**src/source/spi_params.svh**
```systemverilog
`ifndef SPI_PARAMS_SVH
`define SPI_PARAMS_SVH

////////////////////////////////////////
// buffer geometry
////////////////////////////////////////

// bytes in each of the two buffers
`define BUF_BYTES 4096
// byte address width, wraps at BUF_BYTES
`define BYTE_ADDR_W 12
// word address width, four bytes per word
`define WORD_ADDR_W 10

////////////////////////////////////////
// spi side
////////////////////////////////////////

// flops per bus pin before edge detection
`define SYNC_STAGES 2

// word written into every tx location after reset
`define FORMAT_PATTERN 32'h5A6C_C6A5

`endif

```
**src/source/spiPkg.sv**
```systemverilog
`include "spi_params.svh"

package spiPkg;

  ////////////////////////////////////////
  // buffer word
  ////////////////////////////////////////

  // one memory word, taken whole or by byte lane
  // lane 0 is the least significant byte
  typedef union packed {
    logic [31:0]     word;
    logic [3:0][7:0] bytes;
  } memWord_t;

  ////////////////////////////////////////
  // buffer access
  ////////////////////////////////////////

  // byte read request from the spi side, always enabled
  typedef struct packed {
    logic [`BYTE_ADDR_W-1:0] addr;
  } txRead_t;

  // single byte write into the receive buffer
  typedef struct packed {
    logic                    en;
    logic [`BYTE_ADDR_W-1:0] addr;
    logic [7:0]              data;
  } rcWrite_t;

  // whole word write into the transmit buffer
  // used only by the post-reset formatter
  typedef struct packed {
    logic                    en;
    logic [`WORD_ADDR_W-1:0] addr;
    memWord_t                data;
  } wordWrite_t;

endpackage

```
**src/source/spiIfc.sv**
```systemverilog
`include "spi_params.svh"

module spiIfc
  import spiPkg::*;
(
  input  logic       SysClk,
  input  logic       arstN,
  input  logic       spiSs,
  input  logic       spiMosi,
  input  logic       spiClk,
  output logic       spiMiso,
  output txRead_t    txRead,
  input  logic [7:0] txData,
  output rcWrite_t   rcWrite
);

  ////////////////////////////////////////
  // declarations
  ////////////////////////////////////////

  // synchronizer chains, newest sample in bit 0
  logic [`SYNC_STAGES-1:0] ssSync;
  logic [`SYNC_STAGES-1:0] clkSync;
  logic [`SYNC_STAGES-1:0] mosiSync;

  // synchronized levels
  logic ssS;
  logic clkS;
  logic mosiS;

  // previous synchronized levels for edge detection
  logic ssPrev;
  logic clkPrev;

  // decoded events
  logic ssFall;
  logic clkRise;
  logic clkFall;

  // byte framing
  logic [2:0] bitCnt;
  logic       byteEnd;
  logic [1:0] loadPipe;

  // buffer addresses
  logic [`BYTE_ADDR_W-1:0] txAddr;
  logic [`BYTE_ADDR_W-1:0] rcAddr;

  // shifters
  logic [7:0] txShift;
  logic [7:0] rcShift;
  logic [7:0] rcNext;

  // registered rc write port
  logic                    rcWrEn;
  logic [`BYTE_ADDR_W-1:0] rcWrAddr;
  logic [7:0]              rcWrData;

  ////////////////////////////////////////
  // bus synchronizers
  ////////////////////////////////////////

  // select idles high, clock idles low in mode 0
  always_ff @(posedge SysClk or negedge arstN) begin
    if (!arstN) begin
      ssSync   <= '1;
      clkSync  <= '0;
      mosiSync <= '0;
      ssPrev   <= 1'b1;
      clkPrev  <= 1'b0;
    end else begin
      ssSync   <= {ssSync[`SYNC_STAGES-2:0], spiSs};
      clkSync  <= {clkSync[`SYNC_STAGES-2:0], spiClk};
      mosiSync <= {mosiSync[`SYNC_STAGES-2:0], spiMosi};
      ssPrev   <= ssS;
      clkPrev  <= clkS;
    end
  end

  assign ssS   = ssSync[`SYNC_STAGES-1];
  assign clkS  = clkSync[`SYNC_STAGES-1];
  assign mosiS = mosiSync[`SYNC_STAGES-1];

  // edges only count while selected
  assign ssFall  = ssPrev & ~ssS;
  assign clkRise = ~clkPrev & clkS & ~ssS;
  assign clkFall = clkPrev & ~clkS & ~ssS;

  // next rx byte with the current mosi bit
  assign rcNext = {rcShift[6:0], mosiS};

  ////////////////////////////////////////
  // framing and addresses
  ////////////////////////////////////////

  always_ff @(posedge SysClk or negedge arstN) begin
    if (!arstN) begin
      bitCnt   <= '0;
      byteEnd  <= 1'b0;
      loadPipe <= '0;
      txAddr   <= '0;
      rcAddr   <= '0;
      rcWrEn   <= 1'b0;
    end else begin
      // write strobe lasts one cycle
      rcWrEn   <= 1'b0;
      // byte 0 reaches txData two cycles after the address reset
      loadPipe <= {loadPipe[0], ssFall};
      if (ssFall) begin
        // new transaction, any partial byte is lost here
        txAddr  <= '0;
        rcAddr  <= '0;
        bitCnt  <= '0;
        byteEnd <= 1'b0;
      end else if (clkRise) begin
        bitCnt <= bitCnt + 3'd1;
        if (bitCnt == 3'd7) begin
          rcWrEn  <= 1'b1;
          rcAddr  <= rcAddr + 1'b1;
          // prefetch next tx byte, ready before the falling edge
          txAddr  <= txAddr + 1'b1;
          byteEnd <= 1'b1;
        end
      end else if (clkFall) begin
        byteEnd <= 1'b0;
      end
    end
  end

  ////////////////////////////////////////
  // shifters
  ////////////////////////////////////////

  // miso shifter, cleared so miso is low out of reset
  always_ff @(posedge SysClk or negedge arstN) begin
    if (!arstN) begin
      txShift <= '0;
    end else if (loadPipe[1]) begin
      txShift <= txData;
    end else if (clkFall) begin
      // byte boundary loads instead of shifting
      txShift <= byteEnd ? txData : {txShift[6:0], 1'b0};
    end
  end

  // mosi shifter and write payload
  always_ff @(posedge SysClk) begin
    if (clkRise) begin
      rcShift <= rcNext;
      if (bitCnt == 3'd7) begin
        rcWrAddr <= rcAddr;
        rcWrData <= rcNext;
      end
    end
  end

  ////////////////////////////////////////
  // outputs
  ////////////////////////////////////////

  // msb first, held after select rises
  assign spiMiso = txShift[7];
  assign txRead  = '{addr: txAddr};
  assign rcWrite = '{en: rcWrEn, addr: rcWrAddr, data: rcWrData};

endmodule

```
**config.mk**
```make
export PLATFORM = sky130hd
export DESIGN_NAME = spiIfc
export DESIGN_NICKNAME = d
export VERILOG_FILES = /design/src/source/spiPkg.sv /design/src/source/spiIfc.sv
export VERILOG_INCLUDE_DIRS = /design/src /design/src/source
export SDC_FILE = /design/constraint.sdc
export NUM_CORES = 1
export LEC_CHECK = 0
export BUFFER_PORTS_ARGS = -buffer_cell sky130_fd_sc_hd__clkbuf_2
export CORE_MARGIN = 8
export CORE_UTILIZATION = 35
export DETAILED_ROUTE_END_ITERATION = 6
export GPL_TIMING_DRIVEN = 0
export PLACE_DENSITY = 0.57
export RECOVER_POWER = 25
export SLEW_MARGIN = 25
export SYNTH_ARGS = -nofsm -noshare
export SYNTH_HDL_FRONTEND = slang
export SYNTH_SLANG_ARGS = --single-unit
```
**constraint.sdc**
```tcl
create_clock -name SysClk -period 2.8 [get_ports SysClk]
set_input_delay 0.14 -clock SysClk [delete_from_list [all_inputs] [get_ports SysClk]]
set_output_delay 0.14 -clock SysClk [all_outputs]
set_load 0.1 [all_outputs]
```
-- After elaboration in Yosys (flattened, before gate mapping)
Index checks and enable logic that the tools add are counted.
Widths: inputs -> output; s select.
- $add $sub $neg: 3
- $mul: 0
- divide/modulo/power cells: 0
- $lt $le $gt $ge: 0
- eq/ne operators: 2
- shifts and indexed selects: 0
- multiplexer cells: 18
- bitwise gates (word level): 8
- reduce and logical (&&, ||, !) cells: 7
- operators by type and width (kind ; number):
    $mux 12 ; 6
    $add 12x1->12 const B ; 2
    $mux 8 ; 3
    $mux 1 ; 7
    $mux 3 ; 2
    $reduce_and 2->1 ; 3
    $reduce_bool 2->1 ; 3
    $and 1x1->1 ; 5
    $add 3x1->3 const B ; 1
    $eq 3x3->1 const B ; 1
    $ne 3x2->1 const B ; 1
    $not 1->1 ; 3
    $reduce_bool 3->1 ; 1
- flip-flop bits (word level): 74
- latch bits: 0
- RAM bits: 0
- memory bits (read-only): 0
- bits of input ports: 13
- output and inout bits: 34
- memories: 0

-- Depth between registers and ports, before layout
- word-level depth: 6
- depth in mapped cells: 7
- mapped depth without buffers: 7

-- Worst setup path after synthesis
No wires, ideal clock.
- kind: reg2reg
- start point: register txAddr[1], in the netlist txRead[1]
- end point: register txAddr[10], in the netlist txRead[10]
- library setup time: 0.121 ns
- arrival time: 1.946 ns
- required time: 2.679 ns
- path slack: 0.733 ns
- cell stages (with the launch flop): 6
- path buffers: 0
- period minus slack after synthesis: 2.067 ns
- path through: dfrtp_1 ha_1 nand3_1 nor4_4 xnor2_1 nor2_1
- longest elaborated chain between the ends: 4
- ends and longest elaborated chain (what ; line ; text):
    from (decl) ; spiIfc.sv:46 ; logic [`BYTE_ADDR_W-1:0] txAddr;
    from (signal assigned) ; spiIfc.sv:121 ; txAddr <= txAddr + 1'b1;
    $add 12x1->12 ; spiIfc.sv:121 ;
    $mux 12 ; spiIfc.sv:117 ; if (bitCnt == 3'd7) begin
    $mux 12 ; spiIfc.sv:115 ; end else if (clkRise) begin
    $mux 12 ; spiIfc.sv:109 ; if (ssFall) begin
Every way passes these cells. The select of a mux whose other input is x is not followed.
A chain may end at the register's enable or synchronous reset.

-- Worst setup path in the final report
- start point: register bitCnt[0]
- end point: register rcAddr[4]
- longest elaborated chain between the ends: 3
- ends and longest elaborated chain (what ; line ; text):
    from (decl) ; spiIfc.sv:41 ; logic [2:0] bitCnt;
    from (signal assigned) ; spiIfc.sv:116 ; bitCnt <= bitCnt + 3'd1;
    $eq 3x3->1 ; spiIfc.sv:117 ;
    $reduce_bool 2->1 (no source line) ; n/a ;
    $reduce_and 2->1 (no source line) ; n/a ;
    to (signal assigned) ; spiIfc.sv:119 ; rcAddr <= rcAddr + 1'b1;
    to (decl) ; spiIfc.sv:47 ; logic [`BYTE_ADDR_W-1:0] rcAddr;
Every way passes these cells.

==> flow_summary_export.csv <==
group,metric,value,unit
timing,rsz0062_at_grt,"false",
cts,h-tree-depth,3,
critical_path,path_max_fanout,25,
timing,relSlewSlack,21.34,%
cts,cts_sinks,74,
finish,fill_cells,796,
finish,drive_gt1_share,28.37,%
routing,routed_via_density,4.739,
routing,wire_per_inst,13.98,um
die,core,0.008175,sq mm
cts,insertion_delay,350,ps
die,design.die.area,0.01159,sq mm
die,start_util,35.97,%
power,power.share.clock,40.8,%
routing,ant_nets,0,
logic_synthesis,synth_cell_types,37,
timing,finalSetupViolCount,0,
power,switchingPower,0.0005387,W
die,io_pins,47,
hold_path,hold_path.class,"input port to register",
global_route,grt_pass1_vias,1842,
die,chipWidth,107.7,um
place,io_buffers,46,
timing,period_share,86.29,%
power,switching_share,23.74,%
timing,tightest_slew,1180,ps
power,p_leak,1.612,nW
place,gp_congestion,0.7150,
power,seqPwrFrac,52.8,%
global_route,grt_max_degree,48,
global_route,grt_usage,10.24,%
logic_synthesis,synth_async_sr_flop_share,63.51,%
routing,drc_errors,0,
finish,fin_util,43.68,%
critical_path,end_kind,"register",
finish,areaGrowthSynthToFinish,21.45,%
timing,skew,10.25,ps
place,place_hpwl,3.729,mm
finish,nets,294,
logic_synthesis,synth_cells,216,
place,place_area,0.003304,sq mm
die,die_h,107.7,um
power,p_per_area,635.4,mW/mm^2
cts,cts_tree,"done",
routing,vias,1834,
power,p_int,0.001730,W
cts,cts_buffer_depth,2,
routing,dr.pass1.iters,4,
cts,clk_pin_slew,80,ps
global_route,antenna_found_initial,0,
global_route,grt-ovfl-total,0,
logic_synthesis,ys_seq_area_share,67.70,%
power,max-vdd-ir-drop,0.0002389,V
finish,final-instance-count-excl-fill,387,
critical_path,crit_type,"register to register",
logic_synthesis,ys.flop_type,"dfrtp_1",
logic_synthesis,syn_area,0.002940,sq mm
finish,diodes,0,
critical_path,startpoint_type,"register",
cts,cts_made_buffers,9,
timing,setup_tns,0,ps
power,p_total,0.002269,W
cts,clockRootBuffer,"clkbuf_8",
logic_synthesis,syn_nets,233,
power,combPwrFrac,6.4,%
logic_synthesis,synth_seq_cells,74,
logic_synthesis,ys_warn_count,0,
place,dpl.cell_count,367,
timing,report.final.slew_viol_count,0,
finish,final_area,0.003571,sq mm
timing,fmax,0.4139,GHz
critical_path,required,3020,ps
job,maxCapViolations,0,
logic_synthesis,synth_edf_count,27,
routing,wirelength,5.410,mm
routing,first_iter_violations,52,
timing,fin_crit,2416,ps
logic_synthesis,avgSynthCellArea,13.61,sq um
timing,hold_viol,0,
run_status,status,"complete, no violations",
die,num_rows,33,
critical_path,cp.arrival,2640,ps
global_route,grt_pass1_wl,9.266,mm
state kept, by name (all words and copies together), names as in the netlist:
signal    count
rcWrAddr     12
byteEnd       1
mosiSync      2
bitCnt        3
rcWrData      8
ssPrev        1
rcAddr       12
clkPrev       1
rcWrEn        1
txShift       8
txRead       12
clkSync       2
ssSync        2
loadPipe      2
rcShift       7
per-layer routing:
metal  part of all wire, %  wire length, um  track usage [%]
met1                    48             2585            13.28
met2                    43             2345            14.47
met3                   6.2              338            3.353
met4                   2.6              140            6.244
met5                     0                0                0
worst paths after layout:
path                        startpoint     endpoint  cells after the start  slack (ps)
min reg2reg                mosiSync[0]  mosiSync[1]                      0         350
min in group asynchronous        arstN   txShift[7]                      2         570
max in group asynchronous        arstN    rcAddr[7]                      2        1520
min                          txData[0]   txShift[0]                      3          50
max                          bitCnt[0]    rcAddr[4]                      6         380
max reg2reg                  bitCnt[0]    rcAddr[4]                      6         380
cells by family after synthesis:
family                     Yosys count  synth area share, %
and+or+nand+nor                     76                14.60
buffers and inverters               10                1.830
AOI/OAI and AO/OA                   22                4.596
DFF                                 74                67.70
muxes                               12                4.213
xor gates and xnor gates            18                5.362
adders and majority gates            4                1.702
Yosys cell counts (all sizes together), types with 2 or more instances:
cell / instances / area, sq um
inv: 3 / 11.26
nor2: 24 / 92.59
dfrtp: 44 / 1101
nor3: 6 / 30.03
nand2: 21 / 78.83
buf: 6 / 38.79
xnor2: 14 / 122.6
nor4: 7 / 73.82
mux2: 3 / 33.78
nand3: 7 / 35.03
mux2i: 9 / 90.09
xor2: 4 / 35.03
edfxtp: 27 / 810.8
nand4: 4 / 40.04
a22o: 2 / 17.52
o21ai: 14 / 70.06
dfstp: 3 / 78.83
nor2b: 2 / 12.51
nand4bb: 2 / 38.79
ha: 4 / 50.05
through the flow:
stage                     hold slack [ps]  worst slack, ps
after global routing                71.01            138.8
after CTS                           38.61            318.4
after floorplan                    -155.6            733.1
after detailed placement            229.3            391.6
after global placement              230.1            453.3
final                               51.23            383.8
cell usage in the layout (no fill, tap or decap), types with 2 or more instances in the layout:
cell type	n
clkbuf_8	9
nor2_1	23
inv_1	3
a22o_1	2
dfstp_2	2
nor3_1	6
bufinv_16	2
inv_6	3
dlygate4sd3_1	4
xnor2_1	14
nand3_1	7
edfxtp_1	27
mux2_2	3
mux2i_1	9
nor4_4	2
nor4_1	5
xor2_1	4
clkbuf_2	46
buf_2	4
dfrtp_1	44
nand2_1	21
o21ai_0	13
nor2b_1	2
nand4_1	3
ha_1	4
power groups by stage:
stage | Combinational, W | Clock, W | Sequential [W]
after detailed placement | 0.000145 | 0 | 0.00122
after CTS | 0.000150 | 0.000945 | 0.00120
after global routing | 0.000167 | 0.000998 | 0.00120
after floorplan | 0.0000743 | 0 | 0.00124
after global placement | 0.000140 | 0 | 0.00122
final | 0.000146 | 0.000926 | 0.00120
critical path, stage by stage (launching register included):
cell	delay [ps]
dfrtp_1	400
ha_1	170
ha_1	240
nand4bb_4	170
inv_1	710
nand2_1	210
o41ai_1	390
final cells by class:
cell class | instances | area (sq um) | area share (%)
Clock inverter | 7 | 98.84 | 2.768
Buffer | 7 | 42.54 | 1.191
Multi-Input combinational cell | 132 | 902.1 | 25.26
Inverter | 3 | 11.26 | 0.3153
Timing Repair Buffer | 50 | 270.3 | 7.568
Sequential cell | 74 | 1991 | 55.75
Tap cell | 105 | 131.4 | 3.679
Clock buffer | 9 | 123.9 | 3.469
what timing repair did:
action,in CTS,in global routing
gates resized for setup,0,0
hold endpoints to repair,47,0
hold buffers,4,0
buffers inserted,0,0
Note: power is estimated with default switching activity, not from simulation.
