--- config.mk ---
export PLATFORM = sky130hd
export DESIGN_NAME = memFormat
export DESIGN_NICKNAME = d
export VERILOG_FILES = /design/src/source/spiPkg.sv /design/src/source/memFormat.sv
export VERILOG_INCLUDE_DIRS = /design/src /design/src/source
export SDC_FILE = /design/constraint.sdc
export NUM_CORES = 1
export LEC_CHECK = 0
export ABC_CLOCK_PERIOD_IN_PS = 2900
export BUFFER_PORTS_ARGS = -buffer_cell sky130_fd_sc_hd__buf_2
export CORE_MARGIN = 3
export CORE_UTILIZATION = 30
export DETAILED_ROUTE_END_ITERATION = 7
export GPL_ROUTABILITY_DRIVEN = 0
export HOLD_SLACK_MARGIN = 0.15
export PLACE_DENSITY_LB_ADDON = 0.08
export RECOVER_POWER = 25
export SLEW_MARGIN = 10
export SYNTH_ARGS = -nofsm -noshare
export SYNTH_HDL_FRONTEND = slang
export SYNTH_SLANG_ARGS = --single-unit
--- constraint.sdc ---
create_clock -name SysClk -period 2.9 [get_ports SysClk]
set_clock_uncertainty 0.1 [all_clocks]
set_input_delay 0.58 -clock SysClk [delete_from_list [all_inputs] [get_ports SysClk]]
set_output_delay 0.58 -clock SysClk [all_outputs]
set_load 0.005 [all_outputs]
--- src/source/spi_params.svh ---
`ifndef SPI_PARAMS_SVH
`define SPI_PARAMS_SVH

////////////////////////////////////////
// buffer geometry
////////////////////////////////////////

// bytes in each of the two buffers
`define BUF_BYTES 4096
// byte address width, wraps at BUF_BYTES
`define BYTE_ADDR_W 12
// word address width, four bytes per word
`define WORD_ADDR_W 10

////////////////////////////////////////
// spi side
////////////////////////////////////////

// flops per bus pin before edge detection
`define SYNC_STAGES 2

// word written into every tx location after reset
`define FORMAT_PATTERN 32'h5A6C_C6A5

`endif

--- src/source/spiPkg.sv ---
`include "spi_params.svh"

package spiPkg;

  ////////////////////////////////////////
  // buffer word
  ////////////////////////////////////////

  // one memory word, taken whole or by byte lane
  // lane 0 is the least significant byte
  typedef union packed {
    logic [31:0]     word;
    logic [3:0][7:0] bytes;
  } memWord_t;

  ////////////////////////////////////////
  // buffer access
  ////////////////////////////////////////

  // byte read request from the spi side, always enabled
  typedef struct packed {
    logic [`BYTE_ADDR_W-1:0] addr;
  } txRead_t;

  // single byte write into the receive buffer
  typedef struct packed {
    logic                    en;
    logic [`BYTE_ADDR_W-1:0] addr;
    logic [7:0]              data;
  } rcWrite_t;

  // whole word write into the transmit buffer
  // used only by the post-reset formatter
  typedef struct packed {
    logic                    en;
    logic [`WORD_ADDR_W-1:0] addr;
    memWord_t                data;
  } wordWrite_t;

endpackage

--- src/source/memFormat.sv ---
`include "spi_params.svh"

module memFormat
  import spiPkg::*;
(
  input  logic       SysClk,
  input  logic       arstN,
  output wordWrite_t wordWrite
);

  ////////////////////////////////////////
  // word sweep
  ////////////////////////////////////////

  // last word index of the tx buffer
  localparam logic [`WORD_ADDR_W-1:0] LastWord = `WORD_ADDR_W'(`BUF_BYTES / 4 - 1);

  logic                    active;
  logic [`WORD_ADDR_W-1:0] wordAddr;

  // one pass over the buffer after each reset
  always_ff @(posedge SysClk or negedge arstN) begin
    if (!arstN) begin
      active   <= 1'b1;
      wordAddr <= '0;
    end else if (active) begin
      // stop after the final word
      if (wordAddr == LastWord) begin
        active <= 1'b0;
      end
      wordAddr <= wordAddr + 1'b1;
    end
  end

  // fixed pattern into every word
  assign wordWrite.en        = active;
  assign wordWrite.addr      = wordAddr;
  assign wordWrite.data.word = `FORMAT_PATTERN;

endmodule

Word-level counts from Yosys, hierarchy flattened
Index checks and enable logic that the tools add are counted.
- register bits: 11
- input port bits: 2
- output and inout port bits: 43
- $add $sub $neg: 1
- eq/ne operators: 1
- mux-type cells: 2
- operators by type and width (kind ; number):
    adder 10 x 1 -> 10 bit, second input constant ; 1
    equality test 10 bit, second input constant ; 1
    two-way mux 1 bit ; 2

Depth between registers and ports, before layout
Gate-level depths: netlist of run 1.
- word-level depth: 3
- depth in mapped cells: 4
- gate-level depth less buffers: 4

Worst setup path before layout of run 1
Ideal clock, no wire load.
- path type: reg2reg
- start: reg active
- end: reg wordAddr[6]
- data arrival time: 1.108 ns
- required time: 2.676 ns
- path slack: 1.568 ns
- stages on the path, launching flop included: 5
- period minus slack after synthesis: 1.332 ns
- cells stage by stage: dfstp_2 > clkbuf_2 > and3_1 > nand4_1 > xnor2_1
- RTL lines (item ; line ; RTL):
    start: declaration ; memFormat.sv:18 ; logic active;
    start signal: assignment ; memFormat.sv:24 ; active <= 1'b1;
    start signal: assignment ; memFormat.sv:29 ; active <= 1'b0;
    end signal: assignment ; memFormat.sv:31 ; wordAddr <= wordAddr + 1'b1;
    end: declaration ; memFormat.sv:19 ; logic [`WORD_ADDR_W-1:0] wordAddr;

Final worst setup path of run 1
- start: reg active
- end: out wordWrite[42] (netlist bit)
- RTL lines (item ; line ; RTL):
    end: declaration ; memFormat.sv:8 ; output wordWrite_t wordWrite
No word-level cell between the ends.

==> reports/qor.csv, run 1 <==
metric,value,unit
Setup crit end kind,output pin,
leakage,0.4470,nW
max_cap viols,0,
Final Cycle Share,62.98,%
"Async S/R FF share, synth",100.0,%
count of input and output buffers,12,
top-count cell post-synth,buf_4,
top cell family by delay on the critical path,flip-flops,
ANT cells,0,
Die ar.,0.003111,sq mm
Cells after Synth,73,
fin. max-slew vios,0,
TritonCTS clock tree,built,
reg-to-reg startpoint,active,
YS warnings,0,
"Clk pin slew, worst setup/hold paths",0.07,ns
core area,0.002276,sq mm
Clock Tree Root,clkbuf_4,
DP HPWL,882.1,um
"EDFF count, synth",0,
CP startpoint,active,
worst-skew pair later-pin latency,0.27,ns
row count,17,
max frequency,547.5,MHz
vias in the first global route,372,
Crit path buffers/inverters,1,
Slew @ Worst Pin,0.6171,ns
WL final,1106,um
Placed Cells,109,
Period minus WS final,1.827,ns
Initial Util,32.66,%
critical path type,reg -> out,
die width,55.78,um
Final Util,32.22,%
Slew HR,58.86,%
area share of the largest cell type after synthesis,33.67,%
outcome,"finished, final reports clean",
Synth area leader,dfrtp_1,
WHS,0.3905,ns
Via density,3.728,
worst-path fanout max,8,
crit path cell chain,buf_2,
RSZ-0062 raised after global routing,false,
H-tree depth,1,
DRT iter0 DRCs,0,
Peak VDD IR,0.0001462,V
nets,90,
Post-Syn Area,743.2,sq um
drt drc,0,
PwrDens,371.6,mW/mm^2
layout cells sized above 1,22.09,%
CP peak stage delay,0.70,ns
DR WL/cell,9.702,um
Final ANT Viol Nets,0,
Post-CTS Resized,0,
global route overflow,0,
final cell count without fillers,114,
predominant post-synthesis flop cell,dfrtp_1,
global-route wire length before repair,1752,um
Critical Path Slowest Stage Cell,dfstp_1,
design area,733.2,sq um
multi-input logic area,326.6,sq um
Worst EP required,2.22,ns
Bufs on Longest Clock Path,2,
critical path data arrival time,1.15,ns
Filler Cell Count,244,
final setup vio count,0,
Area after DPL,698.2,sq um
Pre-Repair DR Iteration Count,1,
Num CTS Buffers,3,
#FFs+latches synth,11,
Final Hold Viols,0,
Hold Crit Start,wordAddr[9],
initial antenna violation count,0,
Netlist cell types,18,
setup bufs post-CTS,0,
Total Routing Usage GR,7.246,%
Synth area leaders,"dfrtp_1 34%, buf_4 33%, xor2_1 5.9%",
number of top-level pins,45,
Seq. cell area,276.5,sq um
top post-synthesis cells by count,"33 x buf_4, 10 x dfrtp_1, 5 x xor2_1",
total number of vias,425,
Layout area overhead,-1.347,%
sequential share of the synthesized area,37.21,%
Chip Height,55.78,um
synthesized area per cell,10.18,sq um
TNS Setup,0,ns
Startpoint Class,register,
Clock Sink Count,11,
pin count of the biggest net entering global routing,12,
type of the tightest min-delay check,reg -> reg,
## worst paths after layout
path	end	slack, ns	cells after the start
worst max-delay path	wordWrite[42]	1.07	1
worst min-delay path	wordAddr[9]	0.39	1
worst max register to register	wordAddr[6]	1.49	3
worst min register to register	wordAddr[9]	0.39	1
max in group asynchronous	wordAddr[3]	1.57	2
min in group asynchronous	wordAddr[6]	0.73	2
## cell usage in the layout (no fill, tap or decap)
cell type | Yosys | final
conb_1 | 2 | 32
buf_2 | 0 | 11
dfrtp_1 | 10 | 10
xor2_1 | 5 | 5
nand2_1 | 4 | 4
xnor2_1 | 4 | 4
nor2_1 | 3 | 3
clkbuf_4 | 0 | 3
nand4_1 | 2 | 2
clkbuf_1 | 0 | 2
nand4_2 | 1 | 1
nand3_1 | 1 | 1
o31a_2 | 1 | 1
nand4_4 | 1 | 1
and3_1 | 1 | 1
mux2_2 | 1 | 1
nor3_2 | 1 | 1
ha_1 | 1 | 1
dfstp_1 | 0 | 1
dlygate4sd3_1 | 0 | 1
## stage by stage
step	setup WS (ns)	total power, mW
2_1_floorplan	1.568	0.1966
5_1_grt	1.012	0.2939
4_1_cts	1.156	0.2783
3_3_place_gp	1.472	0.1690
3_5_place_dp	1.454	0.1690
6_report	1.073	0.2725
## timing repair
action | in CTS | in global routing
setup endpoints to repair | 0 | 0
hold endpoints to repair | 10 | 0
hold buffers | 1 | 0
## flip-flops by register name (all words and copies together) (netlist names)
register and flops:
wordAddr 10, active 1
## final cells by class
class,count,area share (%)
clock buffer,4,3.584
multi-input combinational,58,44.54
tap,28,4.778
timing repair buffer,13,9.386
sequential,11,37.71
## layer usage
metal | global-route usage, % | vias up | part of all wire, %
li1 | - | 194 | -
met1 | 8.677 | 201 | 43
met2 | 10.30 | 28 | 43
met3 | 3.712 | 2 | 13
met4 | 4.167 | 0 | 0.99
met5 | 0 | - | 0
## report_power, final
part	switching [mW]	internal [mW]	total [mW]
logic	0.0132	0.00116	0.0143
registers	0	0.153	0.153
clock network	0.0517	0.0532	0.105
## kinds of logic after synthesis
logic type,after synthesis,share of synthesized area [%]
mux,1,1.515
fa+ha+maj,1,1.683
buf+inv,34,34.01
compound gates,1,1.347
other cells,2,1.010
flops,11,37.21
xor+xnor,9,10.61
simple gates,14,12.62
No activity file was read; power rests on OpenSTA's default activity.
==> run 2: changes to the inputs <==
Settings changed: ABC_CLOCK_PERIOD_IN_PS 2900 to 1750.
Clock period 2.9 ns to 1.75 ns, I/O delays scaled along.
==> run 2 against run 1 <==
  * Cell count unchanged
  * Combinational power increased by 65%
  * Critical path depth unchanged
  * First-iteration DRC count increased by 3
  * Via count decreased by 3.8%
  * Die area unchanged
  * Highest routed layer unchanged
==> reports/qor.csv, run 2 (same netlist as run 1, synthesis figures left out) <==
metric,value,unit,change
outcome,"finished, final reports clean",,unchanged
sw power,0.1015,mW,was 0.06485 mW
design area,733.2,sq um,unchanged
"commonest non-fill, non-tap cell in the layout",conb_1,,unchanged
layout cells sized above 1,23.26,%,was 22.09%
R2R depth,4,,was 3
initial antenna violation count,0,,unchanged
total number of vias,409,,was 425
Via density,3.588,,was 3.728
global-route wire length before repair,1697,um,was 1752 um
max reg flops,10,,unchanged
pin count of the biggest net entering global routing,12,,unchanged
fin. max-slew vios,0,,unchanged
TritonCTS clock tree,built,,unchanged
DP HPWL,889.8,um,was 882.1 um
DR WL/cell,10.00,um,was 9.702 um
Worst EP required,1.30,ns,was 2.22 ns
Hold EP,wordAddr[8],,was wordAddr[9]
critical path type,reg -> out,,unchanged
PwrDens,608.0,mW/mm^2,was 371.6 mW/mm^2
Initial Util,32.66,%,unchanged
CP peak stage delay,0.63,ns,was 0.70 ns
critical path data arrival time,1.04,ns,was 1.15 ns
Area after DPL,698.2,sq um,unchanged
Crit path buffers/inverters,1,,unchanged
Hold Buf Count CTS,1,,unchanged
internal power,0.3443,mW,was 0.2076 mW
number of top-level pins,45,,unchanged
Pre-Repair DR Iteration Count,4,,was 1
Num CTS Buffers,3,,unchanged
ANT cells,0,,unchanged
Comb pwr share,5.3,%,about the same
Startpoint Class,register,,unchanged
sw frac,22.77,%,was 23.80%
Hold Crit Start,wordAddr[8],,was wordAddr[9]
Bufs on Longest Clock Path,2,,unchanged
Final ANT Viol Nets,0,,unchanged
Clock Sink Count,11,,unchanged
TNS Setup,0,ns,unchanged
nets,90,,unchanged
routing usage on met3,4.408,%,was 3.712%
reg-to-reg startpoint,wordAddr[0],,was active
H-tree depth,1,,unchanged
Slew HR,59.53,%,was 58.86%
final setup vio count,0,,unchanged
Die ar.,0.003111,sq mm,unchanged
Clock Power Share,37.7,%,was 38.5%
R2R Path End,wordAddr[6],,unchanged
max_cap viols,0,,unchanged
Final Util,32.22,%,unchanged
worst-skew pair later-pin latency,0.26,ns,was 0.27 ns
global route overflow,0,,unchanged
reg2reg setup slack,0.44,ns,was 1.49 ns
largest registers,"wordAddr: 10 flops, active: 1 flops",,unchanged
most frequent cells in the layout,"32 x conb_1, 11 x buf_2, 10 x dfrtp_1",,unchanged
RSZ-0062 raised after global routing,false,,unchanged
Final Hold Viols,0,,unchanged
Critical Path Slowest Stage Cell,dfstp_2,,was dfstp_1
met1 Use GR,8.819,%,was 8.677%
Clock Tree Root,clkbuf_4,,unchanged
crit path cell chain,buf_2,,unchanged
DRT iter0 DRCs,3,,was 0
Chip Height,55.78,um,unchanged
sequential power share,57.0,%,was 56.2%
die width,55.78,um,unchanged
Total Routing Usage GR,7.198,%,was 7.246%
Post-CTS Resized,0,,unchanged
core area,0.002276,sq mm,unchanged
Min-Delay Path Depth,1,,unchanged
Reg with most FFs,wordAddr,,unchanged
Top Usage Layer GRT,met2,,unchanged
grt met2 use,10.47,%,was 10.30%
type of the tightest min-delay check,reg -> reg,,unchanged
WL final,1140,um,was 1106 um
Layout area overhead,-1.347,%,unchanged
"Clk pin slew, worst setup/hold paths",0.06,ns,was 0.07 ns
row count,17,,unchanged
setup bufs post-CTS,0,,unchanged
drt drc,0,,unchanged
Final Cycle Share,85.00,%,
count of input and output buffers,12,,unchanged
leakage,0.4467,nW,was 0.4470 nW
top cell family by delay on the critical path,flip-flops,,unchanged
vias in the first global route,369,,was 372
Peak VDD IR,0.0002641,V,was 0.0001462 V
WHS,0.3974,ns,was 0.3905 ns
Slew @ Worst Pin,0.6070,ns,was 0.6171 ns
worst-path fanout max,8,,unchanged
Setup crit end kind,output pin,,unchanged
Period minus WS final,1.488,ns,
max frequency,672.2,MHz,
-- run 2: cell counts in the layout (fill, tap and decap cells not counted) --
No cell type changed its count.
-- run 2: worst register-to-register path, cell delays in order (launching register included) --
cell and delay [ns]:
dfrtp_1 0.43, ha_1 0.23, and3_1 0.19, nand4_1 0.11, xnor2_1 0.14
-- run 2: area by class of cell --
class,instances,area (sq um)
clock buffers,4,26.28
fillers,240,1543
multi-input cells,58,326.6
flip-flops and latches,11,276.5
well taps,28,35.03
repair buffers,13,68.82
-- run 2: how the worst max path moves through the flow --
stage | from | end | slack, ns | depth (start not counted)
5_1_grt | active | wordWrite[42] | 0.21 | 1
3_5_place_dp | wordAddr[0] | wordAddr[6] | 0.42 | 4
3_3_place_gp | wordAddr[1] | wordAddr[6] | 0.45 | 4
4_1_cts | active | wordWrite[42] | 0.24 | 1
2_1_floorplan | active | wordAddr[6] | 0.42 | 4
6_report | active | wordWrite[42] | 0.26 | 1
-- run 2: metal layers --
layer | vias up | wire length (um) | share of wire [%]
met5 | - | 0 | 0
met4 | 0 | 8 | 0.70
met3 | 2 | 141 | 12
met2 | 32 | 526 | 46
met1 | 182 | 463 | 41
li1 | 193 | - | -
-- run 2: per-stage QoR --
stage / power [mW] / std cells / setup WS (ns)
3_3_place_gp: 0.2802 / 109 / 0.4541
6_report: 0.4458 / 114 / 0.2625
3_5_place_dp: 0.2801 / 109 / 0.4231
5_1_grt: 0.4782 / 114 / 0.2135
2_1_floorplan: 0.3258 / 103 / 0.4180
4_1_cts: 0.4581 / 114 / 0.2406
-- run 2: power by group through the flow --
stage	Combinational [mW]	Clock, mW	Sequential, mW
after global routing	0.0281	0.196	0.254
final	0.0236	0.168	0.254
after CTS	0.0228	0.181	0.254
after global placement	0.0212	0	0.259
after floorplan	0.0667	0	0.259
after detailed placement	0.0211	0	0.259
==> run 3: changes to the inputs <==
Settings changed: ABC_CLOCK_PERIOD_IN_PS 1750 to 1900, REMOVE_ABC_BUFFERS set to 1.
Clock period 1.75 ns to 1.9 ns, I/O delays scaled along.
==> run 3 against run 2 <==
  * Count of clock-buffer cells in the layout did not move
  * Worst setup slack improved by 0.12 ns
  * Largest cell class unchanged
  * Combinational power fell by 8%
  * Sequential cell count did not move
  * Critical path depth did not move
  * Sequential share of layout area did not move
  * Sequential power fell by 7.9%
  * Hold slack barely moved
  * Non-clock buffer count did not move
  * Core utilization did not move
==> reports/qor.csv, run 3 (same netlist as run 1, synthesis figures left out) <==
metric,value,unit,change
critical path type,reg -> out,,unchanged
Final Cycle Share,79.98,%,
Startpoint Class,register,,unchanged
pin count of the biggest net entering global routing,12,,unchanged
Clock Power Share,37.4,%,was 37.7%
largest registers,"wordAddr: 10 flops, active: 1 flops",,unchanged
die width,55.78,um,unchanged
DR WL/cell,9.167,um,was 10.00 um
layout cells sized above 1,23.26,%,unchanged
final cell count without fillers,114,,unchanged
crit path cell chain,buf_2,,unchanged
total number of vias,402,,was 409
drt drc,0,,unchanged
type of the tightest min-delay check,reg -> reg,,unchanged
most frequent cells in the layout,"32 x conb_1, 11 x buf_2, 10 x dfrtp_1",,unchanged
CP peak stage delay,0.63,ns,about the same
row count,17,,unchanged
Total Routing Usage GR,7.195,%,was 7.198%
Peak VDD IR,0.0002908,V,was 0.0002641 V
Clock Sink Count,11,,unchanged
end of the critical path,wordWrite[42],,unchanged
design area,733.2,sq um,unchanged
worst-skew pair later-pin latency,0.26,ns,about the same
Min-Delay Path Depth,1,,unchanged
TNS Setup,0,ns,unchanged
Post-CTS Resized,0,,unchanged
max reg flops,10,,unchanged
global-route wire length before repair,1731,um,was 1697 um
top cell family by delay on the critical path,flip-flops,,unchanged
WHS,0.3975,ns,was 0.3974 ns
final setup vio count,0,,unchanged
worst-path fanout max,8,,unchanged
Bufs on Longest Clock Path,2,,unchanged
max frequency,658.1,MHz,
sw power,0.09187,mW,was 0.1015 mW
Overall Power,0.4090,mW,was 0.4458 mW
Crit path buffers/inverters,1,,unchanged
Place WS,0.5559,ns,was 0.4231 ns
reg-to-reg startpoint,wordAddr[0],,unchanged
Reg with most FFs,wordAddr,,unchanged
Slew HR,61.13,%,was 59.53%
"commonest non-fill, non-tap cell in the layout",conb_1,,unchanged
internal power,0.3171,mW,was 0.3443 mW
initial antenna violation count,0,,unchanged
Clock Tree Root,clkbuf_4,,unchanged
H-tree depth,1,,unchanged
Die ar.,0.003111,sq mm,unchanged
outcome,"finished, final reports clean",,unchanged
Via density,3.526,,was 3.588
Layout area overhead,-1.347,%,unchanged
ANT cells,0,,unchanged
Placed Cells,109,,unchanged
Pre-Repair DR Iteration Count,1,,was 4
CP startpoint,active,,unchanged
TritonCTS clock tree,built,,unchanged
final setup margin,0.3804,ns,was 0.2625 ns
global route overflow,0,,unchanged
fin. max-slew vios,0,,unchanged
count of input and output buffers,12,,unchanged
Initial Util,32.66,%,unchanged
leakage,0.4467,nW,unchanged
Area after DPL,698.2,sq um,unchanged
Period minus WS final,1.520,ns,
max_cap viols,0,,unchanged
DP HPWL,846.1,um,was 889.8 um
DRT iter0 DRCs,0,,was 3
Slew @ Worst Pin,0.5831,ns,was 0.6070 ns
Final Hold Viols,0,,unchanged
R2R Path End,wordAddr[6],,unchanged
"Clk pin slew, worst setup/hold paths",0.06,ns,about the same
Setup crit end kind,output pin,,unchanged
sequential power share,57.3,%,was 57.0%
Comb pwr share,5.3,%,about the same
sw frac,22.46,%,was 22.77%
Final Util,32.22,%,unchanged
Worst EP required,1.42,ns,was 1.30 ns
Final ANT Viol Nets,0,,unchanged
WL final,1045,um,was 1140 um
R2R depth,4,,unchanged
RSZ-0062 raised after global routing,false,,unchanged
vias in the first global route,375,,was 369
Num CTS Buffers,3,,unchanged
nets,90,,unchanged
Critical Path Slowest Stage Cell,dfstp_2,,unchanged
critical path data arrival time,1.04,ns,about the same
PwrDens,557.8,mW/mm^2,was 608.0 mW/mm^2
Worst path depth,1,,unchanged
number of top-level pins,45,,unchanged
Chip Height,55.78,um,unchanged
core area,0.002276,sq mm,unchanged
reg2reg setup slack,0.55,ns,was 0.44 ns
==> run 3: power groups by stage <==
stage	combinational, mW	clock [mW]	sequential (mW)
after floorplan	0.0136	0	0.239
after global placement	0.0197	0	0.239
after detailed placement	0.0192	0	0.239
after CTS	0.0208	0.162	0.234
after global routing	0.0263	0.178	0.234
final	0.0217	0.153	0.234
==> run 3: worst min-delay path by stage <==
stage / from / endpoint / slack, ns
after floorplan: arstN / wordAddr[0] / -0.02
after global placement: arstN / wordAddr[4] / 0.17
after detailed placement: arstN / wordAddr[3] / 0.16
after CTS: arstN / wordAddr[2] / 0.41
after global routing: wordAddr[8] / wordAddr[8] / 0.43
final: wordAddr[8] / wordAddr[8] / 0.40
==> run 3: metal layers <==
metal  GRT usage, %  wire length, um
met1          8.523              413
met4          2.083                0
met3          5.104              193
met5              0                0
met2          10.30              438
==> run 3: final cells by class <==
class	instances	area, sq um
Timing Repair Buffer	13	68.82
Fill cell	245	1543
Multi-Input combinational cell	58	326.6
Clock buffer	4	26.28
Sequential cell	11	276.5
Tap cell	28	35.03
==> run 3: what timing repair did <==
action	4_1_cts	5_1_grt
setup buffers	0	0
hold buffers	1	0
endpoints found under the hold margin	11	0
